[config.mk]
export PLATFORM = sky130hd
export DESIGN_NAME = dlx_rx_top
export DESIGN_NICKNAME = d
export VERILOG_FILES = /design/src/rtl/dlx_lane_pkg.sv /design/src/rtl/dlx_link_pkg.sv /design/src/rtl/dlx_rx_block_lock.sv /design/src/rtl/dlx_rx_lane_deskew.sv /design/src/rtl/dlx_rx_main.sv /design/src/rtl/dlx_rx_top.sv
export VERILOG_INCLUDE_DIRS = /design/src /design/src/rtl
export SDC_FILE = /design/constraint.sdc
export NUM_CORES = 2
export LEC_CHECK = 0
export BUFFER_PORTS_ARGS = -buffer_cell sky130_fd_sc_hd__buf_2
export CORE_ASPECT_RATIO = 1.2
export CORE_MARGIN = 4
export CORE_UTILIZATION = 54
export CTS_CLUSTER_SIZE = 25
export DETAILED_ROUTE_END_ITERATION = 10
export PLACE_DENSITY_LB_ADDON = 0.3
export SYNTH_ARGS = -nofsm -noshare
export SYNTH_HDL_FRONTEND = slang
export SYNTH_SLANG_ARGS = --single-unit
[constraint.sdc]
create_clock -name opt_gckn -period 12.8 [get_ports opt_gckn]
set_clock_uncertainty 0.15 [all_clocks]
set_input_delay 0.64 -clock opt_gckn [delete_from_list [all_inputs] [get_ports opt_gckn]]
set_output_delay 0.64 -clock opt_gckn [all_outputs]
set_load 0.01 [all_outputs]
[src/rtl/dlx_rx_defs.svh]
/*
  receive link constants for the 4-lane build
  lanes x block bits must equal one flit beat (flit bits / beats)
  deskew depth must be a power of two, pointers wrap naturally
*/
`default_nettype none

`ifndef DLX_RX_DEFS_SVH
`define DLX_RX_DEFS_SVH

// ------------------------------------------------------------
// link geometry
`define DLX_LANES        4     // lanes in the link
`define DLX_BLOCK_BITS   64    // payload per 66b block
`define DLX_HDR_BITS     2     // sync header width

// ------------------------------------------------------------
// block lock and deskew
`define DLX_LOCK_GOOD    32    // good headers in a row to lock
`define DLX_LOSE_BAD     4     // bad headers in a row to unlock
`define DLX_SLIP_WAIT    4     // beats skipped while gearbox slips
`define DLX_DESKEW_DEPTH 8     // entries per lane fifo

`define DLX_FLIT_BITS    512   // assembled flit
`define DLX_FLIT_BEATS   2     // fifo reads per flit

`endif

`default_nettype wire

[src/rtl/dlx_lane_pkg.sv]
/*
  per-lane types, headers and control block codes
  only payload bits [7:0] of a control block carry its type
*/
`include "dlx_rx_defs.svh"
`default_nettype none

package dlx_lane_pkg;

   // 64b/66b sync header, 00 and 11 are invalid
   typedef enum logic [`DLX_HDR_BITS-1:0] {
      HDR_DATA = 2'b01,
      HDR_CTL  = 2'b10
   } hdr_e;

   // control block type byte
   typedef enum logic [7:0] {
      CTL_SYNC   = 8'h1E,
      CTL_TS1    = 8'h2D,
      CTL_DESKEW = 8'h4B   // starts fifo writes
   } ctl_type_e;

   typedef enum logic [1:0] {
      LOCK_HUNT,            // counting good headers
      LOCK_SLIP_WAIT,       // gearbox moving, ignore beats
      LOCK_LOCKED
   } lock_state_e;

   // one registered block, 66 bits
   typedef struct packed {
      logic [`DLX_HDR_BITS-1:0]   hdr;
      logic [`DLX_BLOCK_BITS-1:0] payload;
   } lane_beat_t;

endpackage

`default_nettype wire

[src/rtl/dlx_link_pkg.sv]
/*
  link-wide types
  flit is a flat vector, lane n of beat b sits at b*256 + n*64
*/
`include "dlx_rx_defs.svh"
`default_nettype none

package dlx_link_pkg;

   // joint deskew and link bring-up
   typedef enum logic [1:0] {
      LINK_DOWN,      // some lane not locked
      LINK_DESKEW,    // waiting for aligned markers
      LINK_ALIGNED,   // deskew done, still training
      LINK_UP
   } link_state_e;

   // full flit toward the transaction layer
   typedef logic [`DLX_FLIT_BITS-1:0] flit_t;

endpackage

`default_nettype wire

[src/rtl/dlx_rx_block_lock.sv]
/*
  one lane of 64b/66b block lock
  input beat is registered once, lock and slip are decided from that copy
  pattern pulses need lock, two cycles after the beat hits the pins
*/
`include "dlx_rx_defs.svh"
`default_nettype none

module dlx_rx_block_lock (
   input  wire                             opt_gckn,
   input  wire                             arst_n,
   input  wire                             rx_valid,
   input  wire [`DLX_HDR_BITS-1:0]         rx_header,
   input  wire [`DLX_BLOCK_BITS-1:0]       rx_data,
   output logic                            rx_slip,       // to gearbox
   output logic                            lock,
   output logic                            pattern_sync,
   output logic                            pattern_ts1,
   output logic                            beat_valid,
   output dlx_lane_pkg::lane_beat_t        beat
);
   import dlx_lane_pkg::*;

   localparam int GOOD_W = $clog2(`DLX_LOCK_GOOD);
   localparam int BAD_W  = $clog2(`DLX_LOSE_BAD);
   localparam int WAIT_W = $clog2(`DLX_SLIP_WAIT);

   lock_state_e       state_q;
   logic [GOOD_W-1:0] good_cnt_q;   // consecutive good while hunting
   logic [BAD_W-1:0]  bad_cnt_q;    // consecutive bad while locked
   logic [WAIT_W-1:0] wait_cnt_q;
   logic              hdr_ok;
   logic              ctl_locked;

   // ------------------------------------------------------------
   // input capture
   always_ff @(posedge opt_gckn or negedge arst_n) begin
      if (!arst_n) begin
         beat_valid <= 1'b0;
      end else begin
         beat_valid <= rx_valid;
      end
   end

   always_ff @(posedge opt_gckn) begin
      beat.hdr     <= rx_header;
      beat.payload <= rx_data;
   end

   assign hdr_ok     = (beat.hdr == HDR_DATA) || (beat.hdr == HDR_CTL);
   assign ctl_locked = beat_valid && (state_q == LOCK_LOCKED) && (beat.hdr == HDR_CTL);
   assign lock       = (state_q == LOCK_LOCKED);

   // ------------------------------------------------------------
   // lock fsm, only advances on valid beats
   always_ff @(posedge opt_gckn or negedge arst_n) begin
      if (!arst_n) begin
         state_q    <= LOCK_HUNT;
         good_cnt_q <= '0;
         bad_cnt_q  <= '0;
         wait_cnt_q <= '0;
         rx_slip    <= 1'b0;
      end else begin
         rx_slip <= 1'b0;                       // single cycle pulse
         if (beat_valid) begin
            case (state_q)
               LOCK_HUNT: begin
                  if (!hdr_ok) begin
                     rx_slip    <= 1'b1;        // shift one bit and retry
                     good_cnt_q <= '0;
                     wait_cnt_q <= '0;
                     state_q    <= LOCK_SLIP_WAIT;
                  end else if (good_cnt_q == GOOD_W'(`DLX_LOCK_GOOD - 1)) begin
                     bad_cnt_q <= '0;
                     state_q   <= LOCK_LOCKED;
                  end else begin
                     good_cnt_q <= good_cnt_q + 1'b1;
                  end
               end
               LOCK_SLIP_WAIT: begin
                  // beats still misaligned here
                  if (wait_cnt_q == WAIT_W'(`DLX_SLIP_WAIT - 1)) begin
                     good_cnt_q <= '0;
                     state_q    <= LOCK_HUNT;
                  end else begin
                     wait_cnt_q <= wait_cnt_q + 1'b1;
                  end
               end
               LOCK_LOCKED: begin
                  if (hdr_ok) begin
                     bad_cnt_q <= '0;           // run broken
                  end else if (bad_cnt_q == BAD_W'(`DLX_LOSE_BAD - 1)) begin
                     good_cnt_q <= '0;
                     state_q    <= LOCK_HUNT;   // lost it, hunt from scratch
                  end else begin
                     bad_cnt_q <= bad_cnt_q + 1'b1;
                  end
               end
               default: state_q <= LOCK_HUNT;
            endcase
         end
      end
   end

   // ------------------------------------------------------------
   // control block detect
   always_ff @(posedge opt_gckn or negedge arst_n) begin
      if (!arst_n) begin
         pattern_sync <= 1'b0;
         pattern_ts1  <= 1'b0;
      end else begin
         pattern_sync <= ctl_locked && (beat.payload[7:0] == CTL_SYNC);
         pattern_ts1  <= ctl_locked && (beat.payload[7:0] == CTL_TS1);
      end
   end

endmodule

`default_nettype wire

[src/rtl/dlx_rx_lane_deskew.sv]
/*
  per-lane deskew fifo
  arms on the first deskew marker while all lanes are locked and training
  skew between lanes shows up as occupancy, flush empties and disarms
*/
`include "dlx_rx_defs.svh"
`default_nettype none

module dlx_rx_lane_deskew (
   input  wire                             opt_gckn,
   input  wire                             arst_n,
   input  wire                             beat_valid,
   input  wire dlx_lane_pkg::lane_beat_t   beat,
   input  wire                             all_locked,
   input  wire                             training,
   input  wire                             fifo_pop,      // joint read from main
   input  wire                             deskew_flush,
   output logic                            fifo_empty,
   output logic                            overflow,
   output dlx_lane_pkg::lane_beat_t        fifo_head
);
   import dlx_lane_pkg::*;

   localparam int PTR_W = $clog2(`DLX_DESKEW_DEPTH);
   localparam int CNT_W = PTR_W + 1;

   lane_beat_t       mem [`DLX_DESKEW_DEPTH];
   logic [PTR_W-1:0] wr_ptr_q;
   logic [PTR_W-1:0] rd_ptr_q;
   logic [CNT_W-1:0] count_q;
   logic             armed_q;
   logic             is_marker;
   logic             arm_now;
   logic             wr_req;
   logic             wr_en;
   logic             rd_en;
   logic             full;

   assign is_marker = beat_valid && (beat.hdr == HDR_CTL) &&
                      (beat.payload[7:0] == CTL_DESKEW);
   assign arm_now   = !armed_q && all_locked && training && is_marker;
   assign wr_req    = (armed_q && beat_valid) || arm_now;   // marker itself goes in

   assign full       = (count_q == CNT_W'(`DLX_DESKEW_DEPTH));
   assign fifo_empty = (count_q == '0);
   assign rd_en      = fifo_pop && !fifo_empty;
   assign wr_en      = wr_req && (!full || rd_en);          // pop frees a slot
   assign overflow   = wr_req && full && !rd_en;
   assign fifo_head  = mem[rd_ptr_q];

   // ------------------------------------------------------------
   // pointers, count, arm flag
   always_ff @(posedge opt_gckn or negedge arst_n) begin
      if (!arst_n) begin
         armed_q  <= 1'b0;
         wr_ptr_q <= '0;
         rd_ptr_q <= '0;
         count_q  <= '0;
      end else if (deskew_flush) begin
         armed_q  <= 1'b0;                      // wait for next marker
         wr_ptr_q <= '0;
         rd_ptr_q <= '0;
         count_q  <= '0;
      end else begin
         if (arm_now) begin
            armed_q <= 1'b1;
         end
         if (wr_en) begin
            wr_ptr_q <= wr_ptr_q + 1'b1;
         end
         if (rd_en) begin
            rd_ptr_q <= rd_ptr_q + 1'b1;
         end
         case ({wr_en, rd_en})
            2'b10:   count_q <= count_q + 1'b1;
            2'b01:   count_q <= count_q - 1'b1;
            default: count_q <= count_q;       // both or neither
         endcase
      end
   end

   // storage
   always_ff @(posedge opt_gckn) begin
      if (wr_en) begin
         mem[wr_ptr_q] <= beat;
      end
   end

endmodule

`default_nettype wire

[src/rtl/dlx_rx_main.sv]
/*
  joint fifo read, deskew check, link state and flit assembly
  heads are popped together once every lane has something
  no back-pressure, flit consumer takes every flit_valid
*/
`include "dlx_rx_defs.svh"
`default_nettype none

module dlx_rx_main (
   input  wire                                           opt_gckn,
   input  wire                                           arst_n,
   input  wire                                           training,
   input  wire                                           all_locked,
   input  wire [`DLX_LANES-1:0]                          fifo_empty,
   input  wire [`DLX_LANES-1:0]                          overflow,
   input  wire dlx_lane_pkg::lane_beat_t [`DLX_LANES-1:0] fifo_head,
   output logic                                          fifo_pop,
   output logic                                          deskew_flush,
   output logic                                          deskew_done,
   output logic                                          link_up,
   output logic                                          flit_valid,
   output dlx_link_pkg::flit_t                           flit
);
   import dlx_lane_pkg::*;
   import dlx_link_pkg::*;

   localparam int BEAT_BITS = `DLX_FLIT_BITS / `DLX_FLIT_BEATS;
   localparam int IDX_W     = $clog2(`DLX_FLIT_BEATS);

   link_state_e      state_q;
   link_state_e      state_d;
   logic [IDX_W-1:0] beat_idx_q;   // which half of the flit is next
   logic             heads_marker;
   logic             heads_data;
   logic             misaligned;
   logic             pop_data;
   logic             last_beat;

   // ------------------------------------------------------------
   // head classification across lanes
   always_comb begin
      heads_marker = 1'b1;
      heads_data   = 1'b1;
      for (int n = 0; n < `DLX_LANES; n++) begin
         heads_marker &= (fifo_head[n].hdr == HDR_CTL) &&
                         (fifo_head[n].payload[7:0] == CTL_DESKEW);
         heads_data   &= (fifo_head[n].hdr == HDR_DATA);
      end
   end

   assign fifo_pop     = &(~fifo_empty);               // every lane has a beat
   assign misaligned   = fifo_pop && !deskew_done && !heads_marker;
   assign deskew_flush = !all_locked || (|overflow) || misaligned;

   assign deskew_done = (state_q == LINK_ALIGNED) || (state_q == LINK_UP);
   assign link_up     = (state_q == LINK_UP);

   // ------------------------------------------------------------
   // link state
   always_comb begin
      state_d = state_q;
      if (!all_locked) begin
         state_d = LINK_DOWN;
      end else if (|overflow) begin
         state_d = LINK_DESKEW;                        // lanes flushed, start over
      end else begin
         case (state_q)
            LINK_DOWN, LINK_DESKEW: begin
               if (fifo_pop && heads_marker) begin
                  state_d = LINK_ALIGNED;
               end else begin
                  state_d = LINK_DESKEW;
               end
            end
            LINK_ALIGNED: if (!training) state_d = LINK_UP;
            LINK_UP:      if (training) state_d = LINK_ALIGNED;
            default:      state_d = LINK_DOWN;
         endcase
      end
   end

   // data beats only count once the link is up, control beats drop out
   assign pop_data  = fifo_pop && heads_data && (state_q == LINK_UP);
   assign last_beat = (beat_idx_q == IDX_W'(`DLX_FLIT_BEATS - 1));

   always_ff @(posedge opt_gckn or negedge arst_n) begin
      if (!arst_n) begin
         state_q    <= LINK_DOWN;
         beat_idx_q <= '0;
         flit_valid <= 1'b0;
      end else begin
         state_q    <= state_d;
         // no flit out on the edge the link drops
         flit_valid <= pop_data && last_beat && (state_d == LINK_UP);
         if (state_q != LINK_UP) begin
            beat_idx_q <= '0;
         end else if (pop_data) begin
            beat_idx_q <= last_beat ? '0 : beat_idx_q + 1'b1;
         end
      end
   end

   // ------------------------------------------------------------
   // flit assembly, lane n to bits n*64 of the current beat
   always_ff @(posedge opt_gckn) begin
      if (pop_data) begin
         for (int n = 0; n < `DLX_LANES; n++) begin
            flit[beat_idx_q * BEAT_BITS + n * `DLX_BLOCK_BITS +: `DLX_BLOCK_BITS]
               <= fifo_head[n].payload;
         end
      end
   end

endmodule

`default_nettype wire

[src/rtl/dlx_rx_top.sv]
/*
  receive side of the serial link, 4 lanes
  rx_valid low on any lane stalls the joint read for all of them
  training is a level from the transmit side
*/
`include "dlx_rx_defs.svh"
`default_nettype none

module dlx_rx_top (
   input  wire                                          opt_gckn,
   input  wire                                          arst_n,
   input  wire [`DLX_LANES-1:0]                         rx_valid,
   input  wire [`DLX_LANES-1:0][`DLX_HDR_BITS-1:0]      rx_header,
   input  wire [`DLX_LANES-1:0][`DLX_BLOCK_BITS-1:0]    rx_data,
   input  wire                                          training,
   output logic [`DLX_LANES-1:0]                        rx_slip,
   output logic [`DLX_LANES-1:0]                        block_lock,
   output logic [`DLX_LANES-1:0]                        pattern_sync,
   output logic [`DLX_LANES-1:0]                        pattern_ts1,
   output logic                                         deskew_done,
   output logic                                         link_up,
   output logic                                         flit_valid,
   output dlx_link_pkg::flit_t                          flit
);
   import dlx_lane_pkg::*;

   logic [`DLX_LANES-1:0]      beat_valid;   // lock stage to fifo
   lane_beat_t [`DLX_LANES-1:0] beat;
   logic [`DLX_LANES-1:0]      fifo_empty;
   logic [`DLX_LANES-1:0]      overflow;
   lane_beat_t [`DLX_LANES-1:0] fifo_head;
   logic                       all_locked;
   logic                       fifo_pop;
   logic                       deskew_flush;

   // deskew may only start with every lane aligned
   assign all_locked = &block_lock;

   // ------------------------------------------------------------
   // per-lane lock and fifo
   for (genvar n = 0; n < `DLX_LANES; n++) begin : g_lane
      dlx_rx_block_lock u_lock (
         .opt_gckn     (opt_gckn),
         .arst_n       (arst_n),
         .rx_valid     (rx_valid[n]),
         .rx_header    (rx_header[n]),
         .rx_data      (rx_data[n]),
         .rx_slip      (rx_slip[n]),
         .lock         (block_lock[n]),
         .pattern_sync (pattern_sync[n]),
         .pattern_ts1  (pattern_ts1[n]),
         .beat_valid   (beat_valid[n]),
         .beat         (beat[n])
      );

      dlx_rx_lane_deskew u_deskew (
         .opt_gckn     (opt_gckn),
         .arst_n       (arst_n),
         .beat_valid   (beat_valid[n]),
         .beat         (beat[n]),
         .all_locked   (all_locked),
         .training     (training),
         .fifo_pop     (fifo_pop),      // common to all lanes
         .deskew_flush (deskew_flush),
         .fifo_empty   (fifo_empty[n]),
         .overflow     (overflow[n]),
         .fifo_head    (fifo_head[n])
      );
   end

   // link level
   dlx_rx_main u_main (
      .opt_gckn     (opt_gckn),
      .arst_n       (arst_n),
      .training     (training),
      .all_locked   (all_locked),
      .fifo_empty   (fifo_empty),
      .overflow     (overflow),
      .fifo_head    (fifo_head),
      .fifo_pop     (fifo_pop),
      .deskew_flush (deskew_flush),
      .deskew_done  (deskew_done),
      .link_up      (link_up),
      .flit_valid   (flit_valid),
      .flit         (flit)
   );

endmodule

`default_nettype wire

==> metrics.csv <==
metric,value,unit
status,"complete, no violations",
initial_utilization,54.30,%
clock.fmax,148.8,MHz
yosysTopAreaCell,edfxtp_1,
crit_buf_inv,3,
worst-endpoint-required,13140,ps
maxCapViolations,0,
die_h,499.8,um
cts_num_sinks,2996,
cts_tree,done,
totalPowerFinal,19.51,mW
cp.depth,9,
r2r_end,u_main.flit[100],
port_buffers,801,
rr_worst_depth,9,
grt_pass1_wl,358800,um
async_reset_ff_share,3.605,%
relSlewSlack,16.99,%
routed_wl,242700,um
synth_cell_types,78,
wl_per_cell,26.26,um
synth-seq-cells,2996,
synth_ff_type,edfxtp_1,
hpwl,145200,um
finalSetupViolCount,0,
clkTransAtPathRegs,60,ps
hold_buffers,269,
cp_common_cell,buf_4,
antenna_found_initial,41,
drc_errors,0,
cts_buffer_depth,4,
finish.utilization,63.90,%
ir_worst_vdd,0.0001477,V
drtIter0Drc,4651,
worstSkewPairLatency,930,ps
cts_made_buffers,299,
critical_path.max_fanout,70,
p_per_area,152.4,nW/um^2
syn-num-nets,5472,
grt_max_degree,122,
root_buffer,clkbuf_16,
rsz0062_at_grt,no,
grt_overflow,0,
layout-drive-gt1-share,29.64,%
postCtsSetupBuffers,0,
worst_path_max_delay_cell,dfrtp_4,
synth.most_common_cell,edfxtp_1,
post-route-period-util,52.51,%
hold_start,training,
dr.pass1.iters,5,
final_antenna_net_count,0,
synth_edf_count,2624,
die_x,417.8,um
ios,802,
crit_chain,buf_4 -> mux4_2 -> mux2_2 -> nor4_1 -> and4_1 -> nand2_1 -> nor2_4 -> buf_4 -> buf_4,
hold_end,u_main.flit_valid,
track_usage,23.27,%
dieArea,208800,sq um
finalWeightedCongestion,0.8026,
ys_seq_area_share,79.74,%
end_kind,flip-flop,
routed_via_density,5.722,
hold_class,input port to flip-flop,
min_path_cells,3,
r2r_start,g_lane[3].u_deskew.rd_ptr_q[1],
htree_levels,5,
vias,52890,
start_kind,flip-flop,
grt_pass1_vias,54850,
synth_top_area_share,72.40,%
core,200400,sq um
rrSetupSlack,6080,ps
critPathKind,flip-flop to flip-flop,
slowest_delay,1070,ps
timing_hold_violations_final,0,
tightest_slew,1245,ps
critPathTopFamily,buffers and inverters,
syn_inst,5147,
final_nets,6685,
finalCriticalPeriod,6721,ps
p_leak,41.48,nW
yosysWarnings,0,
placementRows,180,
worstPathArrival,7060,ps
area_growth,17.68,%
slew_viol_final,0,
syn_area,108800,sq um
synthTopCellsByCount,"edfxtp_1, nor2_1, mux4_2",
synthTopCellsByArea,"edfxtp_1, mux4_2, dfxtp_1, mux2i_1, dfrtp_1",
avgSynthCellArea,21.14,sq um
post_cts_resized,0,
==> per-layer routing <==
layer	track usage (%)	vias to the layer above	routed length [um]
met5	0	-	126
met4	8.555	20	9126
met3	4.504	399	16760
met2	38.45	2015	121500
met1	31.20	27480	95200
li1	-	22980	-
==> where the power goes <==
part	total (mW)	internal (mW)	switching [mW]
combinational	0.299	0.145	0.154
clock	8.44	4.97	3.47
sequential	10.8	10.7	0.118
total	19.5	15.8	3.75
==> worst register-to-register path, delay by kind of cell (launching register included) <==
family        cells  cell delay, ps
buf+inv           3            2420
simple gates      4            1760
flops             1            1070
mux               2             780
==> registers in the layout (all words and copies together) (netlist names), 8 cells and up <==
name and cells:
g_lane.u_lock.state_q 8, g_lane.u_deskew.count_q 16, g_lane.u_deskew.wr_ptr_q 12, g_lane.u_deskew.rd_ptr_q 12, g_lane.u_deskew.mem 2112, g_lane.u_lock.good_cnt_q 20
g_lane.u_lock.bad_cnt_q 8, u_main.flit 512, g_lane.u_lock.wait_cnt_q 8, g_lane.u_lock.beat 264
==> logic make-up after synthesis <==
group / Yosys count / synth area share (%)
compound gates: 132 / 0.8002
xor+xnor: 29 / 0.2334
fa+ha+maj: 54 / 0.6208
buf+inv: 281 / 1.265
flops: 2996 / 79.74
mux: 818 / 13.69
simple gates: 837 / 3.654
==> placed cells by master (no fill, tap or decap), types with 20 or more instances in the layout <==
cell type / count
a21oi_1: 21
and2_1: 22
buf_2: 800
buf_4: 93
bufinv_16: 20
clkbuf_1: 78
clkbuf_16: 307
clkbuf_8: 28
clkinv_1: 21
clkinv_2: 50
dfrtp_1: 95
dfxtp_1: 264
diode_2: 22
dlygate4sd3_1: 269
edfxtp_1: 2624
ha_1: 54
inv_1: 27
mux2i_1: 270
mux4_1: 22
mux4_2: 504
nand2_1: 85
nor2_1: 513
nor3_2: 46
o21ai_0: 51
==> final cells by class <==
cell class | count | area, sq um
antenna | 22 | 55.05
clock buffer | 413 | 8361
clock inverter | 111 | 1092
fill | 13280 | 72370
inverter | 29 | 116.4
multi-input combinational | 1870 | 20880
sequential | 2996 | 86830
tap | 2639 | 3302
timing repair buffer | 1164 | 7435
==> how the worst max path moves through the flow <==
stage | start | to
final | g_lane[3].u_deskew.rd_ptr_q[1] | u_main.flit[100]
after global routing | g_lane[2].u_deskew.rd_ptr_q[0] | u_main.flit[97]
after CTS | g_lane[2].u_deskew.rd_ptr_q[0] | u_main.flit[100]
after detailed placement | g_lane[2].u_deskew.rd_ptr_q[0] | u_main.flit[86]
after global placement | g_lane[2].u_deskew.rd_ptr_q[0] | u_main.flit[108]
after floorplan | g_lane[3].u_deskew.rd_ptr_q[0] | u_main.flit[0]
==> through the flow <==
step | setup TNS [ps] | hold WS, ps | setup slack (ps) | cells | area [sq um]
6_report | 0 | 95.01 | 6079 | 9244 | 128100
4_1_cts | 0 | 3.860 | 6021 | 9222 | 128000
3_5_place_dp | 0 | 329.8 | 6054 | 8429 | 115900
5_1_grt | 0 | 80.89 | 5683 | 9235 | 128100
3_3_place_gp | 0 | 317.7 | 6080 | 8429 | 115900
2_1_floorplan | -420990 | 194.4 | -822.3 | 5147 | 108800
Power figures use the tool's default switching activity.
